<file path="src/hw/video_pkg.sv">
package video_pkg;

    // Line and frame layout of one display mode
    typedef struct packed {
        int unsigned h_active;
        int unsigned h_front;
        int unsigned h_sync;
        int unsigned h_back;
        int unsigned v_active;
        int unsigned v_front;
        int unsigned v_sync;
        int unsigned v_back;
        bit          sync_pol;  // 1 means active-high syncs
        int unsigned scale;
    } video_mode_t;

    // Same shape as 640x480, shrunk to 40 clocks per line and 28 lines
    localparam video_mode_t video_mode_sim = '{
        h_active: 32,
        h_front:  2,
        h_sync:   4,
        h_back:   2,
        v_active: 24,
        v_front:  1,
        v_sync:   2,
        v_back:   1,
        sync_pol: 1'b0,
        scale:    2
    };

    typedef struct packed {
        logic [3:0] red;
        logic [3:0] green;
        logic [3:0] blue;
    } pixel_t;

    localparam int BUF_WIDTH  = 16;
    localparam int BUF_HEIGHT = 12;

    // Row * 16 + column
    typedef logic [7:0] buf_addr_t;

endpackage
</file>
<file path="src/hw/draw_pkg.sv">
package draw_pkg;

    typedef enum logic [3:0] {
        CMD_NOP            = 4'h0,
        CMD_SET_SPOT       = 4'h1,
        CMD_SET_BACKGROUND = 4'h2
    } cmd_op_t;

    // 24-bit SPI word, op in the top nibble
    typedef struct packed {
        cmd_op_t           op;
        logic [3:0]        x;
        logic [3:0]        y;
        video_pkg::pixel_t color;
    } spot_cmd_t;

    typedef enum logic [1:0] {
        PAINT_IDLE,
        PAINT_FILL,
        PAINT_DONE
    } paint_state_t;

    // One write into the hidden buffer
    typedef struct packed {
        logic                 en;
        video_pkg::buf_addr_t addr;
        video_pkg::pixel_t    color;
    } buf_write_t;

endpackage

</file>
<file path="src/hw/frame_buffer_pair.sv">
`timescale 1ns/1ns

module frame_buffer_pair #(
    parameter int WIDTH  = 16,
    parameter int HEIGHT = 12
) (
    input  logic                 clk_system,
    input  logic                 rstn_system,
    input  draw_pkg::buf_write_t wr,
    input  logic                 frame_done,
    input  logic                 vsync_start,
    input  video_pkg::buf_addr_t rd_addr,
    output video_pkg::pixel_t    rd_pixel,
    output logic                 swapped
);
    localparam int DEPTH = WIDTH * HEIGHT;

    logic              front_sel;
    logic              rd_sel;
    logic              swap_now;
    video_pkg::pixel_t bank_q [2];

    // Swap only at the start of vsync, and only with a finished picture
    assign swap_now = vsync_start && frame_done;
    assign swapped  = swap_now;

    always_ff @(posedge clk_system or negedge rstn_system) begin
        if (!rstn_system) begin
            front_sel <= 1'b0;
            rd_sel    <= 1'b0;
        end else begin
            if (swap_now) begin
                front_sel <= ~front_sel;
            end
            // Bank that served the read issued last clock
            rd_sel <= front_sel;
        end
    end

    ////////////////////////////////////////
    // Two banks, write to back, read both

    for (genvar b = 0; b < 2; b++) begin : g_bank
        video_pkg::pixel_t mem [DEPTH];
        logic              we;

        assign we = wr.en && (front_sel != 1'(b));

        always_ff @(posedge clk_system) begin
            if (we) begin
                mem[wr.addr] <= wr.color;
            end
            bank_q[b] <= mem[rd_addr];
        end
    end

    assign rd_pixel = bank_q[rd_sel];

endmodule

</file>
<file path="config.mk">
export PLATFORM = sky130hd
export DESIGN_NAME = frame_buffer_pair
export DESIGN_NICKNAME = d
export VERILOG_FILES = /design/src/hw/video_pkg.sv /design/src/hw/draw_pkg.sv /design/src/hw/frame_buffer_pair.sv
export SDC_FILE = /design/constraint.sdc
export NUM_CORES = 2
export LEC_CHECK = 0
export BUFFER_PORTS_ARGS = -buffer_cell sky130_fd_sc_hd__buf_4
export CORE_ASPECT_RATIO = 0.5
export CORE_MARGIN = 4
export CORE_UTILIZATION = 61
export CTS_CLUSTER_SIZE = 12
export DETAILED_ROUTE_END_ITERATION = 8
export PLACE_DENSITY = 0.77
export SKIP_LAST_GASP = 1
export SYNTH_ARGS = -nofsm -noshare
export SYNTH_HDL_FRONTEND = slang
export SYNTH_MEMORY_MAX_BITS = 65536
export SYNTH_SLANG_ARGS = --single-unit
</file>
<file path="constraint.sdc">
create_clock -name clk_system -period 3.05 [get_ports clk_system]
set_input_delay 0.1525 -clock clk_system [delete_from_list [all_inputs] [get_ports clk_system]]
set_output_delay 0.1525 -clock clk_system [all_outputs]
set_load 0.01 [all_outputs]
</file>
* Yosys cells after proc, flatten, opt, wreduce, memory -nomap -nowiden
Memories as Yosys holds them, arrays and structs flattened.
Index checks and enable logic that the tools add are counted.
Widths: inputs -> output; s select.
** Storage, ports and cells
- Logic and storage cells :: 13
- Register bits after elaboration :: 2
- Memories kept :: 3
- RAM bits :: 4632
- Output and inout bits :: 13
** Cells by class
- Bitwise gates (word level) :: 1
- Muxes and demuxes :: 4
- Reductions and logical operators :: 3
** Memory list
- g_bank[0].mem :: words 192, bits a word 12, read ports 1, clocked after memory_dff 0, wr ports 1, line frame_buffer_pair.sv:44 : video_pkg::pixel_t mem [DEPTH];
- g_bank[1].mem :: words 192, bits a word 12, read ports 1, clocked after memory_dff 0, wr ports 1, line frame_buffer_pair.sv:44
- bank_q :: words 2, bits a word 12, read ports 1, clocked after memory_dff 0, wr ports 2, line frame_buffer_pair.sv:21 : video_pkg::pixel_t bank_q [2];
** Operator list (number)
- $mux 1 :: 4
- $logic_and 1x1->1 :: 3
- $not 1->1 :: 1

* Logic depth before layout (Yosys ltp)
- Depth in word-level cells :: 4
- Depth in mapped cells :: 12

* Least setup slack after synthesis
OpenSTA, ideal clock, no wires.
- Path type :: input port to flip-flop
- From :: input port rd_addr[0]
- To :: memory bank_q[0][10] in the netlist's numbering
- Arrival time :: 2.148 ns
- Library setup time :: 0.138 ns
- Stages :: 9
- Setup slack :: 0.764 ns
- Cells stage by stage :: buf_6 buf_6 buf_2 buf_2 mux4_2 a22oi_1 a21oi_1 o41ai_1 nand4_1
** RTL lines
- from (decl) :: line frame_buffer_pair.sv:12 : input video_pkg::buf_addr_t rd_addr,
- to (decl) :: line frame_buffer_pair.sv:21

==> out/qor.csv <==
stage,metric,value,unit
synthesis,post-synthesis xor/xnor area fraction,0.00493,%
place,buffers added on ports,45,
synthesis,top cell type's share of synthesized area,77.9,%
power,net switching power figure,27.1,mW
floorplanning,core outline area,289000,um2
critical_path,Top delay family on crit path,compound AO/OA/AOI/OAI gates,
timing,final setup margin,-0.0669,ns
global_route,Tot GR Track Use,31.7,%
place,RD Place Congestion,0.903,
critical_path,crit path launch type,input port,
synthesis,largest family of logic cells by synthesized area,multiplexers,
synthesis,post-synthesis simple-gate area fraction,1.58,%
synthesis,"Seq/Total Area, Yosys",78.2,%
route,via count,92200,
finish,final non-filler cell total,13000,
critical_path,Crit. End Element,flip-flop,
synthesis,mux share of post-synthesis cell area,16.3,%
clock_network,CTS sink cnt,4634,
clock_network,H-Tree Depth,5,
synthesis,"EDFF count, synth",4608,
critical_path,crit path cell chain,dlygate4sd3_1 > buf_4 > nor2b_1 > buf_12 > and2_1 > nand2b_1 > a211oi_1 > a21oi_1 > o2111ai_1,
place,DP Wirelength,287000,um
power,power per cell area,621,nW/um2
critical_path,register-to-register setup slack,0.11,ns
clock_network,Num CTS Buffers,430,
synthesis,synthesized area per cell,22.4,um2
floorplanning,Die ar.,301000,um2
timing,Worst Tran Pin Value,1.57,ns
synthesis,post-synthesis compound-gate area fraction,2.61,%
critical_path,"Slowest-stage cell, CP",a211oi_1,
route,1st-iter DRT viols,16400,
clock_network,Worst-path clk slew,0.06,ns
route,Pre-antenna DRT Iters,6,
synthesis,Syn Nets,7967,
timing,clk_skew,0.0471,ns
finish,Reg area,139000,um2
timing,fmax,0.321,GHz
timing,Tmin final,3.12,ns
clock_network,Setup Buffers After CTS,0,
run,MaxCap Viol Count,1,
synthesis,cell area after synthesis,178000,um2
synthesis,ys async rst share,0.0432,%
clock_network,worst-skew pair later-pin latency,0.95,ns
synthesis,"flops & latches, synth",4634,
finish,cell area after layout,202000,um2
floorplanning,Die H,390,um
critical_path,RR Endpoint,bank_q[1][7],
clock_network,Root Driver,clkbuf_16,
critical_path,Critical Path RT,3.91,ns
global_route,initial antenna violation count,32,
critical_path,Max Fanout on Critical Path,10,
synthesis,synth cell count leaders,"4608 x edfxtp_1, 1120 x mux4_2, 412 x nor2_1",
timing,RSZ-0062 raised after global routing,false,
timing,max-slew violation count,2,
finish,Total Nets Final,9037,
power,clock group share of total power,38.0,%
finish,synthesis-to-layout area growth,13.8,%
run_status,violated checks,"max-capacitance violations, max-slew violations, negative setup slack",
floorplanning,Rows,139,
route,Vias/cell,7.08,
timing,final hold violations,0,
timing,endpoints failing setup,1,
run_status,outcome,"finished, violations left",
finish,layout cells sized above 1,30.5,%
place,Inst Count DP,12400,
power,Switching Share,21.5,%
power,part of the power in registers,55.9,%
synthesis,synthesized instance count,7934,
timing,Tcrit/Tclk final,102,%
power,peak supply drop,0.000502,V
critical_path,worst r2r src,g_bank[1].mem[15][7],
global_route,largest net degree at the start of global routing,137,
route,Post-Route WL,473000,um
synthesis,"Distinct cells, synth",45,
global_route,first-pass GRT wire length,678000,um
power,Pint,98.5,mW
finish,area of the multi-input gates,36600,um2
timing,slew margin rel.,-5.08,%
global_route,vias in the first global route,91900,
synthesis,"Top FF cell, synth",edfxtp_1,
route,Routed Antenna Nets,0,
critical_path,worst r2r path cells,8,
floorplanning,Initial Utilization,61.6,%
worst_hold_path,worst hold path type,in2async,
synthesis,Area contributors post-synth,"edfxtp_1 78%, mux4_2 14%, mux2i_1 1.7%, nor2_1 0.87%, clkbuf_1 0.53%",
critical_path,critical path arrival,3.98,ns
clock_network,clk buf depth,4,
power,leak pwr,64.5,nW
global_route,GRT overflow,0,
route,Residual DRC,0,
timing,setup tns final,-0.0669,ns
finish,Fill cells,16000,
synthesis,cell type with the largest total area after synthesis,edfxtp_1,
power,Comb power frac,6.0,%
floorplanning,IO Count,46,
place,dpl cell area,190000,um2
synthesis,most common cell in the netlist,edfxtp_1,
synthesis,warnings from Yosys,0,
floorplanning,Die X,771,um
clock_network,CTS tree,built,
critical_path,Critical Setup Path Class,in2reg,
critical_path,"Buf+Inv Stages, Crit Path",3,
critical_path,Slowest Stage Delay on Critical Path,1.37,ns
synthesis,Synth Area in Adders,0,%
route,WL/cell,36.3,um
[power by group through the flow]
stage	sequential [mW]	combinational, mW	clock [mW]
after global placement	71.5	7.19	0
after detailed placement	71.6	7.32	0
after global routing	70.2	7.77	50.8
after CTS	70.2	7.43	48.0
after floorplan	71.5	3.44	0
final	70.2	7.58	47.8
[worst max path at each step]
| stage | from | to | slack, ns | cells after the start |
|---|---|---|---|---|
| floorplan | rd_addr[0] | bank_q[0][10] | 0.76 | 9 |
| global placement | rd_addr[0] | bank_q[1][7] | -0.63 | 11 |
| detailed placement | rd_addr[0] | bank_q[1][4] | -0.60 | 11 |
| CTS | rd_addr[7] | bank_q[1][0] | 0.08 | 11 |
| global route | rd_addr[7] | bank_q[0][0] | 0.03 | 9 |
| finish | rd_addr[7] | bank_q[0][5] | -0.07 | 9 |
[layer usage]
metal	routed length (um)	part of all wire [%]	vias up	GRT usage, %
met1	162000	34	47700	44.6
met4	20000	4.2	30	11.7
li1	-	-	35600	-
met5	461	0.098	-	0
met3	71200	15	1177	10.2
met2	219000	46	7686	47.5
[worst reg2reg max path, stage by stage, from the launching register on]
cell,delay [ns]
edfxtp_1,0.38
mux4_2,0.47
a22oi_1,0.35
a21oi_1,0.23
o21ai_1,0.48
buf_4,0.21
a21oi_1,0.29
buf_4,0.27
nand4b_1,0.16
[flip-flops by register name (all words and copies together), names as in the netlist]
register,cells
bank_q,24
g_bank.mem,4608
rd_sel,1
front_sel,1
[placed cells by master (no fill, tap or decap), types with 117 or more instances in the layout]
| cell type | instances |
|---|---|
| o22ai_1 | 128 |
| a21oi_1 | 128 |
| nor2_1 | 408 |
| buf_12 | 129 |
| a211oi_1 | 117 |
| mux2i_1 | 302 |
| buf_4 | 953 |
| clkbuf_16 | 435 |
| mux4_2 | 1120 |
| edfxtp_1 | 4608 |
[metrics by stage]
| step | utilization [%] | setup slack [ns] | power [mW] | hold WS, ns |
|---|---|---|---|---|
| after floorplan | - | 0.764 | 75.0 | -0.143 |
| after global placement | 66.0 | -0.626 | 78.7 | -0.0653 |
| after detailed placement | 66.0 | -0.600 | 78.9 | -0.0640 |
| after CTS | 70.1 | 0.0765 | 126 | 0.00812 |
| after global routing | 70.1 | 0.0261 | 129 | 0.0676 |
| final | 70.1 | -0.0669 | 126 | 0.119 |
[cell families after synthesis]
kind of cell	Yosys count
AOI/OAI and AO/OA	679
xor gates and xnor gates	1
buffers and inverters	486
DFF	4634
muxes	1484
and+or+nand+nor	650
[final cells by class]
type	count	share of cell area, %
antenna	28	0.0346
clock buffer	523	5.55
clock inverter	25	0.167
inverter	2	0.00619
multi-input combinational	2814	18.1
sequential	4634	68.7
tap	3877	2.40
timing repair buffer	1122	5.06
[what timing repair did]
item / 4_1_cts / 5_1_grt
setup endpoints to repair: 1 / 2
endpoints found under the hold margin: 1879 / 0
hold buffers: 22 / 0
gates resized for setup: 1 / 2
Note: power is estimated with default switching activity, not from simulation.
