===== src/hw/video_pkg.sv =====
package video_pkg;

    // Line and frame layout of one display mode
    typedef struct packed {
        int unsigned h_active;
        int unsigned h_front;
        int unsigned h_sync;
        int unsigned h_back;
        int unsigned v_active;
        int unsigned v_front;
        int unsigned v_sync;
        int unsigned v_back;
        bit          sync_pol;  // 1 means active-high syncs
        int unsigned scale;
    } video_mode_t;

    // Same shape as 640x480, shrunk to 40 clocks per line and 28 lines
    localparam video_mode_t video_mode_sim = '{
        h_active: 32,
        h_front:  2,
        h_sync:   4,
        h_back:   2,
        v_active: 24,
        v_front:  1,
        v_sync:   2,
        v_back:   1,
        sync_pol: 1'b0,
        scale:    2
    };

    typedef struct packed {
        logic [3:0] red;
        logic [3:0] green;
        logic [3:0] blue;
    } pixel_t;

    localparam int BUF_WIDTH  = 16;
    localparam int BUF_HEIGHT = 12;

    // Row * 16 + column
    typedef logic [7:0] buf_addr_t;

endpackage

===== src/hw/draw_pkg.sv =====
package draw_pkg;

    typedef enum logic [3:0] {
        CMD_NOP            = 4'h0,
        CMD_SET_SPOT       = 4'h1,
        CMD_SET_BACKGROUND = 4'h2
    } cmd_op_t;

    // 24-bit SPI word, op in the top nibble
    typedef struct packed {
        cmd_op_t           op;
        logic [3:0]        x;
        logic [3:0]        y;
        video_pkg::pixel_t color;
    } spot_cmd_t;

    typedef enum logic [1:0] {
        PAINT_IDLE,
        PAINT_FILL,
        PAINT_DONE
    } paint_state_t;

    // One write into the hidden buffer
    typedef struct packed {
        logic                 en;
        video_pkg::buf_addr_t addr;
        video_pkg::pixel_t    color;
    } buf_write_t;

endpackage


===== src/hw/spi_cmd_rx.sv =====
`timescale 1ns/1ns

module spi_cmd_rx (
    input  logic                clk_system,
    input  logic                rstn_system,
    input  logic                spi_sclk,
    input  logic                spi_ssn,
    input  logic                spi_mosi,
    output logic                spi_miso,
    output logic                cmd_valid,
    output draw_pkg::spot_cmd_t cmd
);
    // [0] first flop, [1] synchronised, [2] previous value for edges
    logic [2:0]  sclk_sync;
    logic [2:0]  ssn_sync;
    logic [1:0]  mosi_sync;
    logic        sclk_rise;
    logic        sclk_fall;
    logic        ssn_rise;
    logic        ssn_fall;
    logic        ssn_low;
    logic [23:0] rx_shift;
    logic [4:0]  bit_count;
    logic [23:0] echo;
    logic [23:0] tx_shift;

    always_ff @(posedge clk_system or negedge rstn_system) begin
        if (!rstn_system) begin
            sclk_sync <= 3'b000;
            ssn_sync  <= 3'b111;
            mosi_sync <= 2'b00;
        end else begin
            sclk_sync <= {sclk_sync[1:0], spi_sclk};
            ssn_sync  <= {ssn_sync[1:0], spi_ssn};
            mosi_sync <= {mosi_sync[0], spi_mosi};
        end
    end

    assign sclk_rise = sclk_sync[1] & ~sclk_sync[2];
    assign sclk_fall = ~sclk_sync[1] & sclk_sync[2];
    assign ssn_rise  = ssn_sync[1] & ~ssn_sync[2];
    assign ssn_fall  = ~ssn_sync[1] & ssn_sync[2];
    assign ssn_low   = ~ssn_sync[1];

    ////////////////////////////////////////
    // Receive side, MSB first

    always_ff @(posedge clk_system or negedge rstn_system) begin
        if (!rstn_system) begin
            rx_shift  <= '0;
            bit_count <= '0;
            cmd_valid <= 1'b0;
            echo      <= '0;
        end else begin
            if (ssn_fall) begin
                bit_count <= '0;
            end else if (sclk_rise && ssn_low) begin
                rx_shift <= {rx_shift[22:0], mosi_sync[1]};
                // Saturate so that long transfers never wrap back to 24
                if (bit_count != 5'd31) begin
                    bit_count <= bit_count + 5'd1;
                end
            end
            cmd_valid <= ssn_rise && (bit_count == 5'd24);
            if (ssn_rise && (bit_count == 5'd24)) begin
                echo <= rx_shift;
            end
        end
    end

    assign cmd = draw_pkg::spot_cmd_t'(echo);

    ////////////////////////////////////////
    // Echo side, last accepted word

    always_ff @(posedge clk_system or negedge rstn_system) begin
        if (!rstn_system) begin
            tx_shift <= '0;
        end else if (ssn_fall) begin
            tx_shift <= echo;
        end else if (sclk_fall && ssn_low) begin
            tx_shift <= {tx_shift[22:0], 1'b0};
        end
    end

    assign spi_miso = tx_shift[23];

endmodule


===== config.mk =====
export PLATFORM = sky130hd
export DESIGN_NAME = spi_cmd_rx
export DESIGN_NICKNAME = d
export VERILOG_FILES = /design/src/hw/video_pkg.sv /design/src/hw/draw_pkg.sv /design/src/hw/spi_cmd_rx.sv
export SDC_FILE = /design/constraint.sdc
export NUM_CORES = 1
export LEC_CHECK = 0
export BUFFER_PORTS_ARGS = -buffer_cell sky130_fd_sc_hd__buf_2
export CORE_ASPECT_RATIO = 2
export CORE_MARGIN = 5
export CORE_UTILIZATION = 53
export DETAILED_ROUTE_END_ITERATION = 10
export GPL_TIMING_DRIVEN = 0
export PLACE_DENSITY = 0.73
export RECOVER_POWER = 50
export SLEW_MARGIN = 20
export SYNTH_ARGS = -nofsm -noshare
export SYNTH_HDL_FRONTEND = slang
export SYNTH_SLANG_ARGS = --single-unit

===== constraint.sdc =====
create_clock -name clk_system -period 1.8 [get_ports clk_system]
set_input_delay 0.36 -clock clk_system [delete_from_list [all_inputs] [get_ports clk_system]]
set_output_delay 0.36 -clock clk_system [all_outputs]
set_load 0.05 [all_outputs]

=== After elaboration in Yosys (flattened, before gate mapping) ===
Cells that the tools add are included.

* Bits of input ports: 5
* Latch bits: 0
* Memory bits (read-only): 0
* Output and inout port bits: 26
* Memories kept: 0
* Register bits: 86
* RAM bits: 0
* Logic and storage cells: 33

* $lt $le $gt $ge: 0
* Multipliers: 0
* Divide/modulo/power cells: 0
* Shifts and indexed selects: 0
* Equality and inequality tests: 2
* Multiplexer cells: 5
* $add $sub $neg: 1
* Bitwise gates (word level): 9
* Reduce and logical (&&, ||, !) cells: 8

{| class="wikitable"
|+ Operators with widths
! kind !! number
|-
| $mux W24 || 2
|-
| $mux W5 || 3
|-
| $reduce_bool A2 Y1 || 3
|-
| $add A5 B1 Y5 const B || 1
|-
| $eq A5 B5 Y1 const B || 1
|-
| $ne A5 B5 Y1 const B || 1
|-
| $not A1 Y1 || 5
|-
| $and A1 B1 Y1 || 4
|-
| $reduce_and A2 Y1 || 2
|-
| $logic_and A1 B1 Y1 || 3
|}

=== Longest topological paths before layout ===
* Depth after elaboration: 5
* Mapped depth: 6
* Mapped depth without buffers: 6

=== Least setup slack after synthesis ===
OpenSTA, ideal clock, no wires.

* Path kind: register -> register
* Start point: register bit_count[0]
* End point: register bit_count[2]
* Arrival time: 1.762 ns
* Data required time: 1.680 ns
* Cell stages (with the launch flop): 7
* Path slack: -0.082 ns
* Period minus slack after synthesis: 1.882 ns
* Setup time: 0.120 ns
* Path buffers: 0
* Path through: dfrtp_1 -> ha_1 -> and3_1 -> ha_1 -> nor4b_4 -> a211oi_1 -> a31o_2

* Word-level cells in the longest chain between the ends: 4
* Elaborated cells between the ends (all ways): 7
* Those cells by class: 1 x add/sub; 1 x eq/ne; 3 x mux; 2 x reduce/logical

{| class="wikitable"
|+ RTL lines
! element !! line !! text
|-
| start, declared || spi_cmd_rx.sv:23 || <nowiki>logic [4:0] bit_count;</nowiki>
|-
| start signal, assigned || spi_cmd_rx.sv:61 || <nowiki>bit_count <= bit_count + 5'd1;</nowiki>
|-
| $add A5 B1 Y5 || spi_cmd_rx.sv:61 ||
|-
| $mux W5 || spi_cmd_rx.sv:60 || <nowiki>if (bit_count != 5'd31) begin</nowiki>
|-
| $mux W5 || spi_cmd_rx.sv:57 || <nowiki>end else if (sclk_rise && ssn_low) begin</nowiki>
|-
| $mux W5 || spi_cmd_rx.sv:55 || <nowiki>if (ssn_fall) begin</nowiki>
|}

Parallel ways exist; a longest one is shown, timed or not. The select of a mux whose other input is x is not followed.
A chain may end at the register's enable or synchronous reset.

=== Worst setup path after layout ===
* Start point: register bit_count[0]
* End point: register bit_count[3]

The elaborated chain is that of the path after synthesis.

==> metrics.md <==
| Metric | Value |
|---|---|
| Die width | 68.28 um |
| Final Non-Filler Cells | 365 |
| Metal3 WL | 222 um |
| Max cap viols | 0 |
| Routed length per instance | 16.49 um |
| Synth async-reset ratio | 1.000 |
| Dpl hpwl | 4.079 mm |
| CP Class | register to register |
| Worst setup EP type | register |
| CTS tree | built |
| Die height | 126.6 um |
| Util after Layout | 0.6485 |
| Share of cells above drive strength 1 | 0.6065 |
| Max_slew headroom | 0.3526 |
| Highest routed layer | met4 |
| First-pass GRT wire length | 10.15 mm |
| Static leakage | 2.204 nW |
| Mapped cell area | 3600 sq um |
| Hold Path Origin | spi_ssn |
| Vias in the first global route | 2102 |
| Worst slew pin tran | 0.9711 ns |
| Worst setup margin | -0.06842 ns |
| Via count | 1908 |
| Top cell type by total area after synthesis | dfrtp_1 |
| Pre-CTS setup slack | -0.1748 ns |
| PD cells | 913.9 nW/um^2 |
| Crit. Startpoint | bit_count[0] |
| CTS Sinks | 86 |
| Pin count of the biggest net entering global routing | 49 |
| Remaining antenna violation count | 0 |
| Gr usage total | 0.1597 |
| Nets | 280 |
| Clock buffer depth | 2 |
| Ys flop type | dfrtp_1 |
| Reg2reg start | bit_count[0] |
| Final Wtd Congestion | 0.7242 |
| Initial DRC count | 77 |
| Clock transition at path regs | 0.06 ns |
| Crit path top cell by count | ha_4 |
| Startpoint Class | register |
| Placed Cells | 341 |
| CORE AREA | 6621 sq um |
| Via-to-Cell Ratio | 5.227 |
| Initial antenna violation count | 0 |
| Seq/Total Area, Yosys | 0.5989 |
| Critical path's slowest cell | dfrtp_2 |
| DRC errors left | 0 |
| H-tree depth | 3 |
| Run status | finished with violations |
| Worst-path cell chain | ha_4, and3_4, ha_4, nor4b_4, buf_4, a211oi_1, a31o_2 |
| Slowest stage delay, CP | 0.45 ns |
| Failing checks | negative setup slack |
| Crit path buffers/inverters | 1 |
| Syn avg cell area | 16.21 sq um |
| CTS buffer count | 9 |
| Most frequent cell after synthesis | mux2_2 |
| Site row count | 42 |
| Metal-1 WL | 2.242 mm |
| Final Max Slew Viols | 0 |
| Port bufs | 30 |
| Worst skew pair latency | 0.33 ns |
| Root Buffer | clkbuf_16 |
| Area growth, synth to finish | 19.29% |
| Period utilization | 1.038 |
| Hold Path Class | primary input to register |
| Met2 WL | 3.396 mm |
| Gr ovfl total | 0 |
| CP Data Required Time | 2.02 ns |
| Final worst clock skew | 0.005081 ns |
| Syn Nets | 230 |
| # setup viols final | 4 |
| Crit path max fanout | 6 |
| Antenna Cells | 0 |
| Starting Density | 0.5437 |
| Total Wirelength | 6.019 mm |
| Synth cell types | 22 |
| Syn Inst Count | 222 |
| Synth top area cells | dfrtp_1 58%, mux2_2 27%, buf_6 2.5%, dfstp_2 2.2%, mux2_1 2.2% |
| Total Negative Setup Slacks | -0.1821 ns |
| EDFF count, synth | 0 |
| Crit path max-delay family | simple AND/OR/NAND/NOR gates |
| Maximum vdd ir drop | 0.7476 mV |
| Die outline area | 8640 sq um |
| Ys Warns | 0 |
| Share of the synthesized area in the top cell type | 0.5770 |
| Total iterations of the first detailed-routing run | 4 |
| Synthesized flop and latch total | 86 |
| Tmin final | 1.868 ns |
| RSZ-0062 raised after global routing | yes |
| Final hold vios | 0 |
| Synth top cells by count | 87 x mux2_2, 83 x dfrtp_1, 8 x buf_6, 7 x mux2_1, 6 x inv_1 |
| Fmax achieved | 535.2 MHz |
| Critical Path AT | 2.09 ns |
| IO Pins | 31 |
==> layer usage <==
layer / vias to the layer above / track usage
met5: - / 0
met4: 0 / 0.07737
met3: 12 / 0.04867
met2: 28 / 0.2685
met1: 987 / 0.1769
li1: 881 / -
==> report_power, final <==
group          internal, mW  switching [mW]
clock network         0.965           0.694
registers              2.00          0.0493
logic                 0.111           0.108
total                  3.07           0.851
==> sequential cells by signal, indices dropped and copies added, names as in the netlist <==
register,flops
sclk_sync,3
mosi_sync,2
rx_shift,24
cmd_valid,1
ssn_sync,3
cmd,24
bit_count,5
tx_shift,24
==> area by class of cell <==
cell class | instances | area (sq um)
plain buffers | 10 | 117.6
clock buffers | 12 | 246.5
clock inverters | 4 | 22.52
fillers | 519 | 2327
inverters | 6 | 22.52
multi-input cells | 120 | 1371
flip-flops and latches | 86 | 2158
well taps | 88 | 110.1
repair buffers | 39 | 245.2
==> cell families after synthesis <==
logic type	synth area share
mux	0.2996
flops	0.5989
buf+inv	0.03545
simple gates	0.03824
compound gates	0.01495
fa+ha+maj	0.01043
xor+xnor	0.002434
==> worst paths after layout <==
check | endpoint | slack (ns) | cells after the start
setup / recovery | bit_count[3] | -0.07 | 7
hold / removal | ssn_sync[0] | 0.13 | 1
setup reg to reg | bit_count[3] | -0.07 | 7
hold reg to reg | mosi_sync[1] | 0.35 | 0
max in group asynchronous | rx_shift[14] | 0.88 | 2
min in group asynchronous | bit_count[0] | 0.18 | 1
==> what timing repair did <==
action,CTS,global route
buffers inserted,6,2
hold buffers,0,0
endpoints found under the hold margin,0,0
pin swaps,2,4
gates resized for setup,1,11
setup endpoints to repair,30,43
==> through the flow <==
stage / area (sq um) / total power, mW / hold slack (ns)
after floorplan: 3620 / 2.194 / 0.06441
after global placement: 3880 / 2.263 / 0.3348
after detailed placement: 3910 / 2.282 / 0.3347
after CTS: 4229 / 3.962 / 0.004050
after global routing: 4294 / 4.080 / 0.1203
final: 4294 / 3.924 / 0.1328
==> layout by cell type, fill, tap and decap left out, types with 3 or more instances in the layout <==
master	n
inv_1	6
dfstp_2	3
mux2_1	7
nor2_1	5
buf_2	29
buf_4	8
mux2_2	87
dfrtp_1	81
ha_4	3
clkinv_2	3
clkbuf_16	9
buf_6	8
No activity file was read; power rests on OpenSTA's default activity.
