## config.mk

```make
export PLATFORM = sky130hd
export DESIGN_NAME = raster_scanner
export DESIGN_NICKNAME = d
export VERILOG_FILES = /design/src/hw/video_pkg.sv /design/src/hw/raster_scanner.sv
export SDC_FILE = /design/constraint.sdc
export NUM_CORES = 1
export LEC_CHECK = 0
export BUFFER_PORTS_ARGS = -buffer_cell sky130_fd_sc_hd__buf_2
export CAP_MARGIN = 15
export CORE_MARGIN = 2
export CORE_UTILIZATION = 45
export CTS_CLUSTER_SIZE = 24
export DETAILED_ROUTE_END_ITERATION = 12
export PLACE_DENSITY = 0.71
export SLEW_MARGIN = 20
export SYNTH_ARGS = -nofsm -noshare
export SYNTH_HDL_FRONTEND = slang
export SYNTH_SLANG_ARGS = --single-unit
export TNS_END_PERCENT = 5
```

## constraint.sdc

```tcl
create_clock -name clk_system -period 1.7 [get_ports clk_system]
set_clock_uncertainty 0.2 [all_clocks]
set_input_delay 0.17 -clock clk_system [delete_from_list [all_inputs] [get_ports clk_system]]
set_output_delay 0.17 -clock clk_system [all_outputs]
set_load 0.05 [all_outputs]
```

## src/hw/video_pkg.sv

```systemverilog
package video_pkg;

    // Line and frame layout of one display mode
    typedef struct packed {
        int unsigned h_active;
        int unsigned h_front;
        int unsigned h_sync;
        int unsigned h_back;
        int unsigned v_active;
        int unsigned v_front;
        int unsigned v_sync;
        int unsigned v_back;
        bit          sync_pol;  // 1 means active-high syncs
        int unsigned scale;
    } video_mode_t;

    // Same shape as 640x480, shrunk to 40 clocks per line and 28 lines
    localparam video_mode_t video_mode_sim = '{
        h_active: 32,
        h_front:  2,
        h_sync:   4,
        h_back:   2,
        v_active: 24,
        v_front:  1,
        v_sync:   2,
        v_back:   1,
        sync_pol: 1'b0,
        scale:    2
    };

    typedef struct packed {
        logic [3:0] red;
        logic [3:0] green;
        logic [3:0] blue;
    } pixel_t;

    localparam int BUF_WIDTH  = 16;
    localparam int BUF_HEIGHT = 12;

    // Row * 16 + column
    typedef logic [7:0] buf_addr_t;

endpackage
```

## src/hw/raster_scanner.sv

```systemverilog
`timescale 1ns/1ns

module raster_scanner #(
    parameter video_pkg::video_mode_t MODE = video_pkg::video_mode_sim
) (
    input  logic                 clk_system,
    input  logic                 rstn_system,
    output video_pkg::buf_addr_t rd_addr,
    input  video_pkg::pixel_t    rd_pixel,
    output logic                 vsync_start,
    output logic                 hsync,
    output logic                 vsync,
    output video_pkg::pixel_t    color
);
    localparam int H_TOTAL    = MODE.h_active + MODE.h_front + MODE.h_sync + MODE.h_back;
    localparam int V_TOTAL    = MODE.v_active + MODE.v_front + MODE.v_sync + MODE.v_back;
    localparam int H_SYNC_ON  = MODE.h_active + MODE.h_front;
    localparam int H_SYNC_OFF = H_SYNC_ON + MODE.h_sync;
    localparam int V_SYNC_ON  = MODE.v_active + MODE.v_front;
    localparam int V_SYNC_OFF = V_SYNC_ON + MODE.v_sync;
    localparam int BUF_W      = MODE.h_active / MODE.scale;
    localparam int HW         = $clog2(H_TOTAL);
    localparam int VW         = $clog2(V_TOTAL);

    logic [HW-1:0] h_count;
    logic [VW-1:0] v_count;
    logic          active0;
    logic          hsync0;
    logic          vsync0;
    logic          active1;
    logic          hsync1;
    logic          vsync1;
    logic          hsync2;
    logic          vsync2;

    // Line: active, front porch, sync, back porch
    always_ff @(posedge clk_system or negedge rstn_system) begin
        if (!rstn_system) begin
            h_count <= '0;
            v_count <= '0;
        end else if (h_count == HW'(H_TOTAL - 1)) begin
            h_count <= '0;
            if (v_count == VW'(V_TOTAL - 1)) begin
                v_count <= '0;
            end else begin
                v_count <= v_count + 1'b1;
            end
        end else begin
            h_count <= h_count + 1'b1;
        end
    end

    assign active0 = (h_count < MODE.h_active) && (v_count < MODE.v_active);
    assign hsync0  = (h_count >= H_SYNC_ON) && (h_count < H_SYNC_OFF);
    assign vsync0  = (v_count >= V_SYNC_ON) && (v_count < V_SYNC_OFF);

    // Scaled position into the buffer, parked at 0 while blanking
    assign rd_addr = active0 ?
        video_pkg::buf_addr_t'((v_count / MODE.scale) * BUF_W + h_count / MODE.scale) : '0;

    ////////////////////////////////////////
    // Two-stage alignment with the pixel

    always_ff @(posedge clk_system or negedge rstn_system) begin
        if (!rstn_system) begin
            active1     <= 1'b0;
            hsync1      <= 1'b0;
            vsync1      <= 1'b0;
            hsync2      <= 1'b0;
            vsync2      <= 1'b0;
            vsync_start <= 1'b0;
            color       <= '0;
        end else begin
            active1     <= active0;
            hsync1      <= hsync0;
            vsync1      <= vsync0;
            hsync2      <= hsync1;
            vsync2      <= vsync1;
            vsync_start <= vsync1 & ~vsync2;
            color       <= active1 ? rd_pixel : '0;
        end
    end

    // Internal flags are active high
    assign hsync = MODE.sync_pol ? hsync2 : ~hsync2;
    assign vsync = MODE.sync_pol ? vsync2 : ~vsync2;

endmodule

```

======== Word-level counts from Yosys, hierarchy flattened ========
Cells that the tools add are included.
operators by class
  eq/ne operators ......................... 2
  reduce and logical (&&, ||, !) cells .... 3
  $add $sub $neg .......................... 3
  $lt $le $gt $ge ......................... 6
  bitwise gates (word level) .............. 3
  muxes and demuxes ....................... 4
operator list
  operator               number
  $lt A6 B6 Y1 const B   2
  $mux W12               1
  $lt A5 B5 Y1 const B   2
  $add A8 B5 Y8          1
  $mux W8                1
  $add A6 B1 Y6 const B  1
  $eq A6 B6 Y1 const B   1
  $ge A6 B6 Y1 const B   1
  $mux W6                1
  $add A5 B1 Y5 const B  1
  $eq A5 B5 Y1 const B   1
  $ge A5 B5 Y1 const B   1
  $mux W5                1
  $logic_and A1 B1 Y1    3
  $not A1 Y1             2
  $and A1 B1 Y1          1
storage, ports and cells
  register bits after elaboration ......... 29
  input bits .............................. 14
  word-level logic and storage cells ...... 32

======== Logic depth before layout (Yosys ltp) ========
  depth in word-level cells ............... 3
  gate-level depth with buffers ........... 5
  depth with buffers taken out ............ 4

======== Least setup slack after synthesis ========
Ideal clock, no wire load.
  path type ............................... reg-to-output
  start point ............................. register h_count[5]
  end point ............................... output rd_addr[7]
  arrival ................................. 1.449 ns
  buffers on the path ..................... 0
  setup slack ............................. -0.119 ns
  stages on the path, launching flop included .. 4
  required time ........................... 1.330 ns
  cell sequence ........................... dfrtp_1 -> ha_1 -> nand3_1 -> a21oi_1
on the way
  longest elaborated chain between the ends .. 3
  elaborated cells on any way between the ends .. 4
  those cells by class .................... add/sub (1); order compare (1); mux (1); reduce/logical (1)
RTL lines
  element                                                line                  source
  start, declared                                        raster_scanner.sv:25  logic [HW-1:0] h_count;
  start signal, assigned                                 raster_scanner.sv:49  h_count <= h_count + 1'b1;
  branches (longest 2 deep; another with $add A8 B5 Y8)  --
  $mux W8 (*)                                            raster_scanner.sv:58  assign rd_addr = active0 ?
  end, declared                                          raster_scanner.sv:8   output video_pkg::buf_addr_t rd_addr,
Every way passes the cells marked *.

======== Final worst setup path ========
  start point ............................. register v_count[1]
  end point ............................... output rd_addr[6]
on the way
  longest elaborated chain between the ends .. 3
  elaborated cells on any way between the ends .. 4
  those cells by class .................... add/sub (1); order compare (1); mux (1); reduce/logical (1)
RTL lines
  element                                                line                  source
  start, declared                                        raster_scanner.sv:26  logic [VW-1:0] v_count;
  start signal, assigned                                 raster_scanner.sv:46  v_count <= v_count + 1'b1;
  branches (longest 2 deep; another with $add A8 B5 Y8)  --
  $mux W8 (*)                                            raster_scanner.sv:58
Marks and branches as above.

==> flow_metrics.py <==
metrics = {
    "power_and_ir_drop": {
        "p_leak_nw": 0.881,
        "total_power_mw": 1.32,
        "vdd_drop_max_v": 0.000711,
        "p_per_area_nw_per_um2": 724,
    },
    "critical_path": {
        "r2r_slack_ps": 50,
        "criticalPathCategory": "reg -> out",
        "crit_path_start": "v_count[1]",
        "cp.required_ps": 1330,
        "cp.depth": 5,
        "startpoint_type": "flop",
        "slowest_stage": "dfrtp_1",
        "timing.critical_path.slowest_cell_delay_ps": 410,
        "worst_ep_arrival_time_ps": 1560,
        "timing.rr.end": "v_count[1]",
        "critical_path.max_fanout": 2,
        "endpoint_kind": "primary output",
        "worstReg2RegStart": "h_count[5]",
        "reg2reg_depth": 4,
        "crit_chain": "ha_2 > ha_4 > xor2_1 > and2_1 > buf_6",
        "path_buf_inv": 1,
        "critPathTopFamily": "flip-flops",
    },
    "sta": {
        "fin_crit_sh": 1.13,
        "max_freq_mhz": 518,
        "relSlewSlack": 0.579,
        "worst_pin_slew_ps": 631,
        "finalHoldViolations": 0,
        "period_needed_ps": 1930,
        "finalSetupViolCount": 8,
        "grt_setup_unrepaired": "yes",
        "finalMaxSlewViolations": 0,
        "setup_ws_ps": -229,
    },
    "finish": {
        "syn_to_final_growth_pct": 46.5,
        "antenna_cells": 0,
        "final_cell_mix": "buf_2 (28), dfrtp_1 (27), and2_1 (19), dlygate4sd3_1 (13), buf_4 (10)",
        "num-nets-final": 183,
        "utilization": 0.676,
        "drive_above_1_share": 0.424,
        "final_common_cell": "buf_2",
    },
    "worst_hold_path": {
        "hold_end": "hsync2",
        "worstHoldStart": "hsync1",
        "hp-class": "reg -> reg",
        "hold_depth": 0,
    },
    "synth": {
        "ys.flop_type": "dfrtp_1",
        "seq_area_frac_synth": 0.585,
        "ys_warn_count": 0,
        "yosysUniqueCellTypes": 30,
        "postSynthCellCount": 100,
        "syn_area_um2": 1240,
        "async_flop_share": 1.00,
        "synth_seq_cells": 29,
        "avgSynthCellArea_um2": 12.4,
        "synth-edff-count": 0,
        "syn_nets": 119,
    },
    "clock_network": {
        "cts.sinks": 29,
        "cts_tree": "yes",
        "htreeDepth": 2,
        "clock_path_buffers": 2,
        "clk_pin_slew_ps": 100,
        "cts_buffers": 5,
        "cts_root_buffer": "clkbuf_4",
        "insertion_delay_ps": 330,
    },
    "floorplan": {
        "die_h_um": 56.5,
        "rows": 19,
        "dieArea_um2": 3190,
        "ios": 37,
        "initial_core_util": 0.462,
        "coreArea_um2": 2690,
        "fp.dieW_um": 56.5,
    },
    "place": {
        "place.gp.congestion": 0.778,
        "dp_hpwl_um": 1620,
        "numPortBuffers": 36,
    },
    "global_routing": {
        "grt_pass1_wl_um": 4200,
        "grt_antenna_before_repair": 0,
        "first_global_vias": 910,
        "grt_usage": 0.180,
        "grt-ovfl-total": 0,
        "grt_max_degree": 30,
    },
    "detailed_routing": {
        "vias_per_cell": 4.77,
        "dr.pass1.iters": 4,
        "dr_total_vias": 934,
        "routedWlPerCell_um": 12.6,
        "wl_um": 2470,
        "postRouteAntennaNets": 0,
        "drc": 0,
        "drt-initial-drc-count": 9,
    },
    "outcome": {
        "violations": "negative setup slack",
        "status": "complete, but fails checks",
    },
    "flow_run": {
        "cap_violations": 0,
    },
}
==> cell usage after synthesis (2+ instances only) <==
cell type | number | area [um2]
xnor2_1 | 2 | 17.5
nand2_1 | 2 | 7.51
ha_1 | 5 | 62.6
mux2_4 | 2 | 30.0
a21oi_1 | 5 | 25.0
nor3_1 | 2 | 10.0
nor2b_1 | 3 | 18.8
nor2_1 | 4 | 15.0
and3_1 | 2 | 12.5
nand3_1 | 2 | 10.0
and2_1 | 20 | 125
dfrtp_1 | 29 | 726
xor2_1 | 3 | 26.3
inv_1 | 3 | 11.3
==> final cells by class <==
| cell class | count | area, um2 |
|---|---|---|
| clock buffers | 7 | 65.1 |
| clock inverters | 1 | 5.00 |
| fillers | 209 | 870 |
| inverters | 3 | 11.3 |
| multi-input cells | 65 | 518 |
| flip-flops and latches | 29 | 728 |
| well taps | 31 | 38.8 |
| repair buffers | 60 | 450 |
==> flip-flops by register name, indices dropped and copies added, names as in the netlist <==
register     cells
vsync2           1
color           12
hsync2           1
hsync1           1
h_count          6
vsync_start      1
v_count          5
vsync1           1
active1          1
==> per-layer routing <==
metal | vias to the layer above | track usage | wire, um
li1 | 460 | - | -
met1 | 429 | 0.232 | 1080
met2 | 40 | 0.269 | 1120
met3 | 5 | 0.0668 | 217
met4 | 0 | 0.0816 | 50
met5 | - | 0 | 0
==> power breakdown <==
group | internal [mW] | switching [mW] | leakage, nW
clock | 0.239 | 0.242 | 0.0413
sequential | 0.703 | 0.00318 | 0.354
combinational | 0.0468 | 0.0809 | 0.486
==> what timing repair did <==
| action | in CTS | in global routing |
|---|---|---|
| endpoints found under the setup margin | 8 | 10 |
| hold buffers | 13 | 0 |
| gates resized for setup | 27 | 0 |
| endpoints found under the hold margin | 41 | 0 |
| pin swaps | 2 | 1 |
| buffers inserted | 0 | 1 |
==> through the flow <==
step	setup TNS [ps]	instances	setup WS (ps)	cell area, um2	hold WS, ps
3_3_place_gp	0	174	69.5	1520	16.4
3_5_place_dp	0	174	49.0	1520	27.8
5_1_grt	-1720	196	-300	1820	178
4_1_cts	-1130	195	-204	1810	169
2_1_floorplan	-36.0	100	-36.0	1240	-326
6_report	-1220	196	-229	1820	176
==> cells by family after synthesis <==
kind of cell | count (synthesis) | synth area share
compound gates | 8 | 0.0404
xor+xnor | 5 | 0.0353
fa+ha+maj | 5 | 0.0505
buf+inv | 6 | 0.0252
flops | 29 | 0.585
mux | 4 | 0.0424
simple gates | 43 | 0.221
==> how the worst max path moves through the flow <==
| stage | slack, ps | end |
|---|---|---|
| global placement | 70 | rd_addr[6] |
| detailed placement | 50 | rd_addr[2] |
| floorplan | -40 | rd_addr[6] |
| CTS | -200 | rd_addr[6] |
| finish | -230 | rd_addr[6] |
| global route | -300 | rd_addr[6] |
==> worst register-to-register path: cells and delay by family, from the launching register on <==
| kind | cells | cell delay, ps |
|---|---|---|
| muxes | 1 | 310 |
| and+or+nand+nor | 2 | 500 |
| DFF | 1 | 380 |
| buffers and inverters | 1 | 160 |
Power figures use the tool's default switching activity.
